<file path="src/rsv_pkg.sv">
/* Shared widths and bus types of the execution slice.
   Physical register numbers arrive already renamed, so no mapping lives here. */
`default_nettype none

package rsv_pkg;

    localparam int XLEN      = 32;
    localparam int PREG_W    = 4;
    localparam int NUM_PREGS = 1 << PREG_W;
    localparam int TAG_W     = 4;
    localparam int RSV_SIZE  = 8;
    localparam int RSV_IDX_W = 3;
    localparam int IMM_W     = 12;

    typedef enum logic [2:0] {
        OP_ADD,
        OP_SUB,
        OP_AND,
        OP_OR,
        OP_XOR,
        OP_SLL,
        OP_LI
    } alu_op_e;

    // Top-level instruction as it enters dispatch
    typedef struct packed {
        alu_op_e           op;
        logic [PREG_W-1:0] dst;
        logic [PREG_W-1:0] rs1;
        logic [PREG_W-1:0] rs2;
        logic [IMM_W-1:0]  imm;
    } instr_t;

    // One station entry
    typedef struct packed {
        logic [TAG_W-1:0]  tag;
        alu_op_e           op;
        logic [PREG_W-1:0] dst;
        logic [PREG_W-1:0] rs1;
        logic              rs1_ready;
        logic [XLEN-1:0]   rs1_val;
        logic [PREG_W-1:0] rs2;
        logic              rs2_ready;
        logic [XLEN-1:0]   rs2_val;
        logic [IMM_W-1:0]  imm;
    } dispatch_t;

    typedef struct packed {
        logic [TAG_W-1:0]  tag;
        alu_op_e           op;
        logic [PREG_W-1:0] dst;
        logic [IMM_W-1:0]  imm;
        logic [XLEN-1:0]   rs1_val;
        logic [XLEN-1:0]   rs2_val;
    } issue_t;

    // Result broadcast
    typedef struct packed {
        logic [TAG_W-1:0]  tag;
        logic [PREG_W-1:0] dst;
        logic [XLEN-1:0]   value;
    } result_t;

endpackage

`default_nettype wire
</file>
<file path="src/ooo_core_top.sv">
/* Drive instr_valid only while busy is low. Results may return out of
   order and are matched by tag. */
`default_nettype none

module ooo_core_top import rsv_pkg::*; (
    input  logic    clk,
    input  logic    rst,
    input  logic    instr_valid,
    input  instr_t  instr,
    output logic    busy,
    output logic    result_valid,
    output result_t result
);

    logic      rs_wr_valid;
    dispatch_t rs_wr;
    logic      iss_valid;
    issue_t    iss;
    logic      res_valid;
    result_t   res;

    dispatch_stage dispatch_i (
        .clk         (clk),
        .rst         (rst),
        .instr_valid (instr_valid),
        .instr       (instr),
        .res_valid   (res_valid),
        .res         (res),
        .rs_wr_valid (rs_wr_valid),
        .rs_wr       (rs_wr)
    );

    rsv rsv_i (
        .clk         (clk),
        .rst         (rst),
        .rs_wr_valid (rs_wr_valid),
        .rs_wr       (rs_wr),
        .res_valid   (res_valid),
        .res         (res),
        .iss_valid   (iss_valid),
        .iss         (iss),
        .busy        (busy)
    );

    int_unit int_unit_i (
        .clk       (clk),
        .rst       (rst),
        .iss_valid (iss_valid),
        .iss       (iss),
        .res_valid (res_valid),
        .res       (res)
    );

    // Broadcast also leaves the core
    assign result_valid = res_valid;
    assign result       = res;

endmodule

`default_nettype wire

</file>
<file path="src/int_unit.sv">
/* Single-cycle ALU, always accepts. LI zero-extends the immediate. */
`default_nettype none

module int_unit import rsv_pkg::*; (
    input  logic    clk,
    input  logic    rst,
    input  logic    iss_valid,
    input  issue_t  iss,
    output logic    res_valid,
    output result_t res
);

    logic [XLEN-1:0] alu_out;

    always_comb begin
        case (iss.op)
            OP_ADD:  alu_out = iss.rs1_val + iss.rs2_val;
            OP_SUB:  alu_out = iss.rs1_val - iss.rs2_val;
            OP_AND:  alu_out = iss.rs1_val & iss.rs2_val;
            OP_OR:   alu_out = iss.rs1_val | iss.rs2_val;
            OP_XOR:  alu_out = iss.rs1_val ^ iss.rs2_val;
            // Shift amount from low 5 bits
            OP_SLL:  alu_out = iss.rs1_val << iss.rs2_val[4:0];
            OP_LI:   alu_out = {{(XLEN - IMM_W){1'b0}}, iss.imm};
            default: alu_out = '0;
        endcase
    end

    always_ff @(posedge clk or posedge rst) begin
        if (rst) begin
            res_valid <= 1'b0;
        end else begin
            res_valid <= iss_valid;
        end
    end

    always_ff @(posedge clk) begin
        if (iss_valid) begin
            res.tag   <= iss.tag;
            res.dst   <= iss.dst;
            res.value <= alu_out;
        end
    end

    // Opcode has travelled through dispatch and the station
    a_legal_op: assert property (
        @(posedge clk) disable iff (rst)
        iss_valid |-> iss.op inside {OP_ADD, OP_SUB, OP_AND, OP_OR, OP_XOR, OP_SLL, OP_LI}
    );

endmodule

`default_nettype wire

</file>
<file path="src/rsv.sv">
/* Issues one ready entry per cycle, lowest slot first, with no age order.
   busy rises while fewer than two slots are free, one being for the dispatch register. */
`default_nettype none

module rsv import rsv_pkg::*; (
    input  logic      clk,
    input  logic      rst,
    input  logic      rs_wr_valid,
    input  dispatch_t rs_wr,
    input  logic      res_valid,
    input  result_t   res,
    output logic      iss_valid,
    output issue_t    iss,
    output logic      busy
);

    dispatch_t             slots [RSV_SIZE];
    logic [RSV_SIZE-1:0]   occupied;
    logic [RSV_SIZE-1:0]   free_vec;
    logic [RSV_SIZE-1:0]   rdy_vec;
    logic [RSV_SIZE-1:0]   wake1;
    logic [RSV_SIZE-1:0]   wake2;
    logic [RSV_IDX_W-1:0]  alloc_idx;
    logic [RSV_IDX_W-1:0]  issue_idx;
    logic                  alloc_none;
    logic                  issue_none;
    logic [RSV_IDX_W:0]    free_cnt;
    dispatch_t             wr_entry;

    assign free_vec = ~occupied;

    always_comb begin
        for (int i = 0; i < RSV_SIZE; i++) begin
            rdy_vec[i] = occupied[i] & slots[i].rs1_ready & slots[i].rs2_ready;
            wake1[i]   = res_valid & occupied[i] & !slots[i].rs1_ready &
                         (slots[i].rs1 == res.dst);
            wake2[i]   = res_valid & occupied[i] & !slots[i].rs2_ready &
                         (slots[i].rs2 == res.dst);
        end
    end

    // Incoming entry also sees this cycle's broadcast
    always_comb begin
        wr_entry = rs_wr;
        if (res_valid && !rs_wr.rs1_ready && rs_wr.rs1 == res.dst) begin
            wr_entry.rs1_ready = 1'b1;
            wr_entry.rs1_val   = res.value;
        end
        if (res_valid && !rs_wr.rs2_ready && rs_wr.rs2 == res.dst) begin
            wr_entry.rs2_ready = 1'b1;
            wr_entry.rs2_val   = res.value;
        end
    end

    always_comb begin
        free_cnt = '0;
        for (int i = 0; i < RSV_SIZE; i++) begin
            free_cnt = free_cnt + {{RSV_IDX_W{1'b0}}, free_vec[i]};
        end
    end

    assign busy = (free_cnt < 2);

    priority_encoder #(
        .WIDTH (RSV_SIZE)
    ) alloc_enc_i (
        .req  (free_vec),
        .idx  (alloc_idx),
        .none (alloc_none)
    );

    priority_encoder #(
        .WIDTH (RSV_SIZE)
    ) issue_enc_i (
        .req  (rdy_vec),
        .idx  (issue_idx),
        .none (issue_none)
    );

    always_ff @(posedge clk or posedge rst) begin
        if (rst) begin
            occupied  <= '0;
            iss_valid <= 1'b0;
        end else begin
            iss_valid <= !issue_none;
            if (!issue_none) begin
                occupied[issue_idx] <= 1'b0;
            end
            if (rs_wr_valid && !alloc_none) begin
                occupied[alloc_idx] <= 1'b1;
            end
        end
    end

    // Entry storage and wake-up
    always_ff @(posedge clk) begin
        for (int i = 0; i < RSV_SIZE; i++) begin
            if (wake1[i]) begin
                slots[i].rs1_ready <= 1'b1;
                slots[i].rs1_val   <= res.value;
            end
            if (wake2[i]) begin
                slots[i].rs2_ready <= 1'b1;
                slots[i].rs2_val   <= res.value;
            end
        end
        if (rs_wr_valid && !alloc_none) begin
            slots[alloc_idx] <= wr_entry;
        end
    end

    always_ff @(posedge clk) begin
        if (!issue_none) begin
            iss.tag     <= slots[issue_idx].tag;
            iss.op      <= slots[issue_idx].op;
            iss.dst     <= slots[issue_idx].dst;
            iss.imm     <= slots[issue_idx].imm;
            iss.rs1_val <= slots[issue_idx].rs1_val;
            iss.rs2_val <= slots[issue_idx].rs2_val;
        end
    end

    // Dispatch must respect busy
    a_no_write_full: assert property (
        @(posedge clk) disable iff (rst) rs_wr_valid |-> !alloc_none
    );

    // Selected slot holds both operands and no lower slot is ready
    a_issue_operands: assert property (
        @(posedge clk) disable iff (rst)
        !issue_none |-> rdy_vec[issue_idx] &&
            ((rdy_vec & ((RSV_SIZE'(1) << issue_idx) - 1'b1)) == '0)
    );

endmodule

`default_nettype wire

</file>
<file path="src/dispatch_stage.sv">
/* No renaming, so two outstanding writers of one register are not allowed.
   A same-cycle broadcast is bypassed into the operand read. */
`default_nettype none

module dispatch_stage import rsv_pkg::*; (
    input  logic      clk,
    input  logic      rst,
    input  logic      instr_valid,
    input  instr_t    instr,
    input  logic      res_valid,
    input  result_t   res,
    output logic      rs_wr_valid,
    output dispatch_t rs_wr
);

    logic [XLEN-1:0]      regs [NUM_PREGS];
    logic [NUM_PREGS-1:0] ready;
    logic [TAG_W-1:0]     tag_q;
    dispatch_t            entry;

    // Operand read with broadcast bypass
    always_comb begin
        entry.tag = tag_q;
        entry.op  = instr.op;
        entry.dst = instr.dst;
        entry.rs1 = instr.rs1;
        entry.rs2 = instr.rs2;
        entry.imm = instr.imm;

        if (res_valid && res.dst == instr.rs1) begin
            entry.rs1_ready = 1'b1;
            entry.rs1_val   = res.value;
        end else begin
            entry.rs1_ready = ready[instr.rs1];
            entry.rs1_val   = regs[instr.rs1];
        end

        if (res_valid && res.dst == instr.rs2) begin
            entry.rs2_ready = 1'b1;
            entry.rs2_val   = res.value;
        end else begin
            entry.rs2_ready = ready[instr.rs2];
            entry.rs2_val   = regs[instr.rs2];
        end

        // Sources unused by a load-immediate
        if (instr.op == OP_LI) begin
            entry.rs1_ready = 1'b1;
            entry.rs2_ready = 1'b1;
        end
    end

    always_ff @(posedge clk or posedge rst) begin
        if (rst) begin
            ready       <= '1;
            tag_q       <= '0;
            rs_wr_valid <= 1'b0;
            for (int i = 0; i < NUM_PREGS; i++) begin
                regs[i] <= '0;
            end
        end else begin
            rs_wr_valid <= instr_valid;
            if (instr_valid) begin
                tag_q <= tag_q + 1'b1;
                if (!(res_valid && res.dst == instr.dst)) begin
                    ready[instr.dst] <= 1'b0;
                end
            end
            // Writeback
            if (res_valid) begin
                regs[res.dst]  <= res.value;
                ready[res.dst] <= 1'b1;
            end
        end
    end

    always_ff @(posedge clk) begin
        if (instr_valid) begin
            rs_wr <= entry;
        end
    end

    // Only a pending register may be written back
    a_bcast_pending: assert property (
        @(posedge clk) disable iff (rst) res_valid |-> !ready[res.dst]
    );

endmodule

`default_nettype wire

</file>
<file path="src/priority_encoder.sv">
/* Lowest set bit wins. WIDTH must be a power of two, at least 2. */
`default_nettype none

module priority_encoder import rsv_pkg::*; #(
    parameter int WIDTH = RSV_SIZE
) (
    input  logic [WIDTH-1:0]         req,
    output logic [$clog2(WIDTH)-1:0] idx,
    output logic                     none
);

    // Scan downward so the lowest index overrides the rest
    always_comb begin
        idx  = '0;
        none = 1'b1;
        for (int i = WIDTH - 1; i >= 0; i--) begin
            if (req[i]) begin
                idx  = i[$clog2(WIDTH)-1:0];
                none = 1'b0;
            end
        end
    end

endmodule

`default_nettype wire

</file>
<file path="config.mk">
export PLATFORM = sky130hd
export DESIGN_NAME = ooo_core_top
export DESIGN_NICKNAME = d
export VERILOG_FILES = /design/src/rsv_pkg.sv /design/src/ooo_core_top.sv /design/src/int_unit.sv /design/src/rsv.sv /design/src/dispatch_stage.sv /design/src/priority_encoder.sv
export SDC_FILE = /design/constraint.sdc
export NUM_CORES = 2
export LEC_CHECK = 0
export ABC_AREA = 1
export BUFFER_PORTS_ARGS = -buffer_cell sky130_fd_sc_hd__buf_2
export CAP_MARGIN = 20
export CELL_PAD_IN_SITES_DETAIL_PLACEMENT = 0
export CELL_PAD_IN_SITES_GLOBAL_PLACEMENT = 1
export CORE_ASPECT_RATIO = 0.5
export CORE_MARGIN = 10
export CORE_UTILIZATION = 45
export CTS_BUF_LIST = sky130_fd_sc_hd__clkbuf_16
export CTS_CLUSTER_SIZE = 16
export DETAILED_ROUTE_END_ITERATION = 16
export GPL_TIMING_DRIVEN = 0
export PLACE_DENSITY = 0.74
export SLEW_MARGIN = 30
export SYNTH_ARGS = -nofsm -noshare
export SYNTH_HDL_FRONTEND = slang
export SYNTH_SLANG_ARGS = --single-unit
</file>
<file path="constraint.sdc">
create_clock -name clk -period 17.1 [get_ports clk]
set_clock_uncertainty 0.05 [all_clocks]
set_input_delay 1.71 -clock clk [delete_from_list [all_inputs] [get_ports clk]]
set_output_delay 1.71 -clock clk [all_outputs]
set_load 0.05 [all_outputs]
</file>
Yosys cells after proc, flatten, opt, wreduce, memory -nomap -nowiden
Memory sizes are Yosys's and may differ from the RTL's. A register that Yosys moved wholly into a read port is not among the register bits.
Cells that the tools add are included.
- bits in registers: 680
- latch bits: 0
- memory bits (writable): 776
- memory bits (read-only): 0
- bits of input ports: 30
- output and inout bits: 42
- memories kept: 1
- memories (name ; words ; bits a word ; read ports ; clocked after memory_dff ; write ports ; line ; RTL):
    rsv_i.slots ; 8 ; 97 ; 9 ; 1 ; 9 ; rsv.sv:17 ; dispatch_t slots [RSV_SIZE];
- add/subtract/negate cells: 10
- $mul: 0
- div/mod/pow operators: 0
- order comparisons: 15
- equality and inequality tests: 28
- shift-type cells: 1
- mux-type cells: 97
- bitwise gates (word level): 69
- reduce and logical (&&, ||, !) cells: 37
- operators with widths (operator ; count):
    $bwmux 512 ; 1
    $bmux 32 s4 ; 2
    $mux 32 ; 7
    $pmux 32 s7 ; 1
    $demux 32 s4 ; 1
    $eq 4x4->1 ; 21
    $mux 33 ; 2
    $and 1x1->1 ; 56
    $mux 1 ; 56
    $mux 16 ; 3
    $mux 3 ; 16
    $add 32x32->32 ; 1
    $and 32x32->32 ; 1
    $or 32x32->32 ; 1
    $shl 32x5->32 ; 1
    $sub 32x32->32 ; 1
    $xor 32x32->32 ; 1
    $add 4x1->4 ; 6
    $logic_not 1->1 ; 21
    $lt 4x5->1 const B ; 4
    $and 16x16->16 ; 1
    $mux 8 ; 2
    $not 16->16 ; 1
    $not 8->8 ; 2
    other kinds (21) ; 48

Longest topological paths before layout
An unclocked memory read counts as a cell.
- depth in word-level cells: 20
- depth in mapped cells: 25
- depth with buffers taken out: 23

Cells and area by module
From an unflattened synthesis, not the netlist that was laid out.
- cell total of the unflattened synthesis: 10007
- area total of the unflattened synthesis: 83857.9 µm²
- by module, submodules not included (module ; instances ; cells an instance ; area an instance (µm²)):
    rsv ; 1 ; 3980 ; 42004.0
    dispatch_stage ; 1 ; 4592 ; 33535.9
    int_unit ; 1 ; 1393 ; 8115.3
    priority_encoder ; 2 ; 21 ; 101.3

Worst setup path after synthesis
OpenSTA, ideal clock, no wires.
- path kind: reg-to-reg
- start point: register int_unit_i.res_valid
- end point: memory rsv_i.slots[6][12] in the netlist's numbering (enable)
- library setup time: 0.515 ns
- data arrival time: 4.939 ns
- data required time: 16.535 ns
- path slack: 11.595 ns
- cell stages (with the launch flop): 5
- buffers on the path: 2
- clock period less this slack: 5.505 ns
- path through: dfrtp_1 clkbuf_1 clkbuf_1 nand3b_1 o41ai_1
- RTL lines (what ; line ; RTL):
    start, declared ; int_unit.sv:9 ; output logic res_valid,
    start signal, assigned ; int_unit.sv:33 ; res_valid <= iss_valid;
    end, declared ; rsv.sv:17 ;

Final worst setup path
- start point: register rsv_i.occupied[0]
- end point: output port busy
- longest elaborated chain between the ends: 9
- RTL lines (what ; line ; RTL):
    start, declared ; rsv.sv:18 ; logic [RSV_SIZE-1:0] occupied;
    start signal, assigned ; rsv.sv:82 ; occupied <= '0;
    start signal, assigned by index ; rsv.sv:87 ; occupied[issue_idx] <= 1'b0;
    start signal, assigned by index ; rsv.sv:90 ; occupied[alloc_idx] <= 1'b1;
    $not 8->8 ; rsv.sv:30 ; assign free_vec = ~occupied;
    $add 1x1->2 ; rsv.sv:58 ; free_cnt = free_cnt + {{RSV_IDX_W{1'b0}}, free_vec[i]};
    $add 4x1->4 (6 in a row) ; rsv.sv:58 ;
    $lt 4x2->1 ; rsv.sv:62 ; assign busy = (free_cnt < 2);
    end, declared ; ooo_core_top.sv:10 ; output logic busy,
No other way between the ends.

==> impl_metrics.yaml <==
final_layout:
  drive_above_1_share_pct: 7.857
  finalNetCount: 9760
  multi_input_area_sq_um: 31690
  fin_cells: 12130
  syn2layout_area_growth_pct: 11.83
  regArea_sq_um: 43630
  fill_cells: 17330
clocking:
  cts_inserted_buffers: 155
  cts_sinks: 1543
  postCtsResizedCells: 0
  path_clk_slew_ns: 0.07
  post_cts_buffers: 0
  root_buffer: "clkbuf_16"
  hold_buffers: 0
  htreeDepth: 4
  clock_latency_ns: 0.87
  tritoncts: "built"
  clock_path_buffers: 4
power:
  internal_power_mw: 9.577
  clockPowerShare_pct: 18.8
  sw_frac_of_total_pct: 48.97
  p_comb_share_pct: 46.3
  power_density_nw_per_um2: 208.9
  cellLeakagePower_nw: 37.32
  switching_power_mw: 9.191
  max-vdd-ir-drop_mv: 0.09309
  sequentialPowerShare_pct: 34.9
placed_design:
  dp_hpwl_mm: 300.3
  gp_congestion: 1.061
  io_buffers: 71
  dp.cells: 11850
route:
  wirelength_mm: 400.2
  drtPass1Iterations: 7
  wl_per_cell_microns: 32.98
  route.detailed.drc: 0
  dr_total_vias: 77210
  dr.first_iter.drc_count: 13130
  via_per_inst: 6.364
  ant_nets: 0
run_status:
  outcome: "finished, final reports clean"
logic_synthesis:
  synth_common_cells: "nand2_1 (1880), o21ai_0 (1659), edfxtp_1 (999)"
  synth_xor_area_share_pct: 0.7522
  synthFlopType: "edfxtp_1"
  synth-compound-area-share_pct: 17.30
  yosys.area_share.adder_pct: 1.688
  yosys.area_share.simple_pct: 19.53
  synth.distinct_cells: 60
  avgSynthCellArea_sq_um: 8.650
  yosysMostFrequentCell: "nand2_1"
  async_flop_share_pct: 35.19
  yosys_warnings: 0
  yosysTopAreaCell: "edfxtp_1"
  synthesis.area_sq_um: 80350
  synth-seq-area-share_pct: 54.30
  yosysTopAreaCellShare_pct: 37.34
  synth_nets: 9424
  synthCells: 9288
  synthMuxAreaShare_pct: 0
  ys_ff_latch: 1543
  synth_top_family_by_area: "simple AND/OR/NAND/NOR gates"
  synth_edf_count: 999
  synth_area_leaders: "edfxtp_1 (37%), dfrtp_1 (16%), o21ai_0 (10%), nand2_1 (8.8%), nor2_1 (4.5%)"
floorplan:
  std_cell_rows: 109
  start_util_pct: 45.39
  core_area_sq_um: 177000
  die_w_microns: 617.6
  pin_count: 72
  die_area_sq_um: 196900
  die_h_microns: 318.8
worst_setup_path:
  path_class: "reg -> out"
  cp-start-kind: "flop"
  crit_path_max_fanout: 6
  critPathArrivalTime_ns: 4.22
  endpoint_kind: "output pin"
  crit_required_ns: 15.34
min_path:
  hold_class: "reg -> reg"
sta:
  tns_ns: 0
  fin_crit_sh_pct: 34.98
  fmax_mhz: 167.2
  setup_viol: 0
  hold_viol_final: 0
  rsz0062_at_grt: "no"
  drv_slew: 0
  period_minus_slack_ns: 5.982
  tightest_slew_ns: 1.202
  max-slew-margin-rel_pct: 19.89
global_routing:
  grt_usage_pct: 38.95
  grt_pass1_wl_mm: 549.6
  antenna_found_initial: 27
  grt_pass1_vias: 71420
  grt_max_degree: 90
  overflow: 0
run:
  drv_cap: 0
worst max-delay path: stages (launching register included):
cell	delay, ns
dfrtp_1	0.44
inv_1	0.11
ha_1	0.33
fa_1	0.52
inv_1	0.05
fa_1	0.47
inv_1	0.04
ha_1	0.26
a21oi_1	0.10
fa_1	0.45
nor2_1	0.09
o21ai_0	0.08
nand2_1	0.06
o211a_1	0.13
buf_2	0.26
through the flow:
stage                     power (mW)  utilization (%)  hold WS [ns]  instance area [sq um]  worst slack [ns]
after global placement         14.74            47.27        0.3529                  83690            -7.283
after CTS                      18.33            50.72        0.3731                  89780             11.11
after detailed placement       14.85            47.94        0.3667                  84860             11.81
final                          18.77            50.76        0.3729                  89850             11.12
after global routing           19.53            50.74        0.3936                  89820             10.99
after floorplan                11.02                -        0.3503                  80350            0.1877
power by group through the flow:
| stage | clock network [mW] | logic [mW] | registers [mW] |
|---|---|---|---|
| floorplan | 0 | 4.76 | 6.26 |
| global placement | 0 | 8.13 | 6.61 |
| detailed placement | 0 | 8.32 | 6.54 |
| CTS | 3.51 | 8.35 | 6.48 |
| global route | 3.66 | 9.25 | 6.62 |
| finish | 3.53 | 8.69 | 6.55 |
logic make-up after synthesis:
logic type	count (synthesis)
fa+ha+maj	106
simple gates	3769
compound gates	2510
buf+inv	1291
flops	1543
xor+xnor	69
area by class of cell:
cell class | instances | share of cell area, %
Sequential cell | 1543 | 48.56
Antenna cell | 10 | 0.02785
Clock inverter | 112 | 1.078
Clock buffer | 158 | 4.400
Tap cell | 2386 | 3.323
Timing Repair Buffer | 179 | 1.521
Inverter | 547 | 2.299
Multi-Input combinational cell | 6454 | 35.27
Buffer | 744 | 3.522
metal layers:
metal	routed length [microns]	GRT usage, %	share of wire, %
met4	22180	18.02	5.5
met3	57070	14.48	14
met1	156300	51.98	39
met5	221	0	0.055
met2	164400	56.14	41
placed cells by master (no fill, tap or decap), types with 20 or more instances in the layout:
cell type and n:
nand3b_1 20, nand4_1 195, clkbuf_2 31, clkinv_1 34
o221ai_1 151, or2_2 21, nor3_1 26, o21ai_2 54
xor2_1 50, buf_2 303, o21ai_0 1657, o22ai_1 25
ha_1 102, a21oi_1 346, clkbuf_16 158, dfrtp_1 526
nand3_1 640, buf_4 36, clkinv_2 23, clkbuf_1 480
edfxtp_1 999, a221oi_1 25, o211ai_1 92, a31oi_1 38
nand2_1 1879, inv_1 549, nor2_1 961, o21ai_1 88
buf_1 43
state kept, by name (all words and copies together) (netlist names):
signal / count
rsv_i.iss_valid: 1
dispatch_i.regs: 512
rsv_i.slots: 776
rsv_i.occupied: 8
int_unit_i.res: 40
rsv_i.iss: 87
dispatch_i.tag_q: 4
dispatch_i.ready: 16
dispatch_i.rs_wr: 97
dispatch_i.rs_wr_valid: 1
int_unit_i.res_valid: 1
final timing paths:
path                                        startpoint  slack (ns)                          endpoint  depth (start not counted)
hold reg to reg                rsv_i.iss[78]$_DFFE_PN_        0.37      int_unit_i.res[34]$_DFFE_PP_                          0
min in group asynchronous                          rst        0.77  dispatch_i.regs[485]$_DFFE_PP0P_                          2
setup reg to reg                rsv_i.iss[1]$_DFFE_PN_       11.69  int_unit_i.res[29]$_SDFFCE_PN0P_                         20
hold / removal                 rsv_i.iss[78]$_DFFE_PN_        0.37      int_unit_i.res[34]$_DFFE_PP_                          0
max in group asynchronous                          rst       14.71  dispatch_i.regs[108]$_DFFE_PP0P_                          5
setup / recovery           rsv_i.occupied[0]$_DFF_PP0_       11.12                              busy                         14
Note: power is estimated with default switching activity, not from simulation.
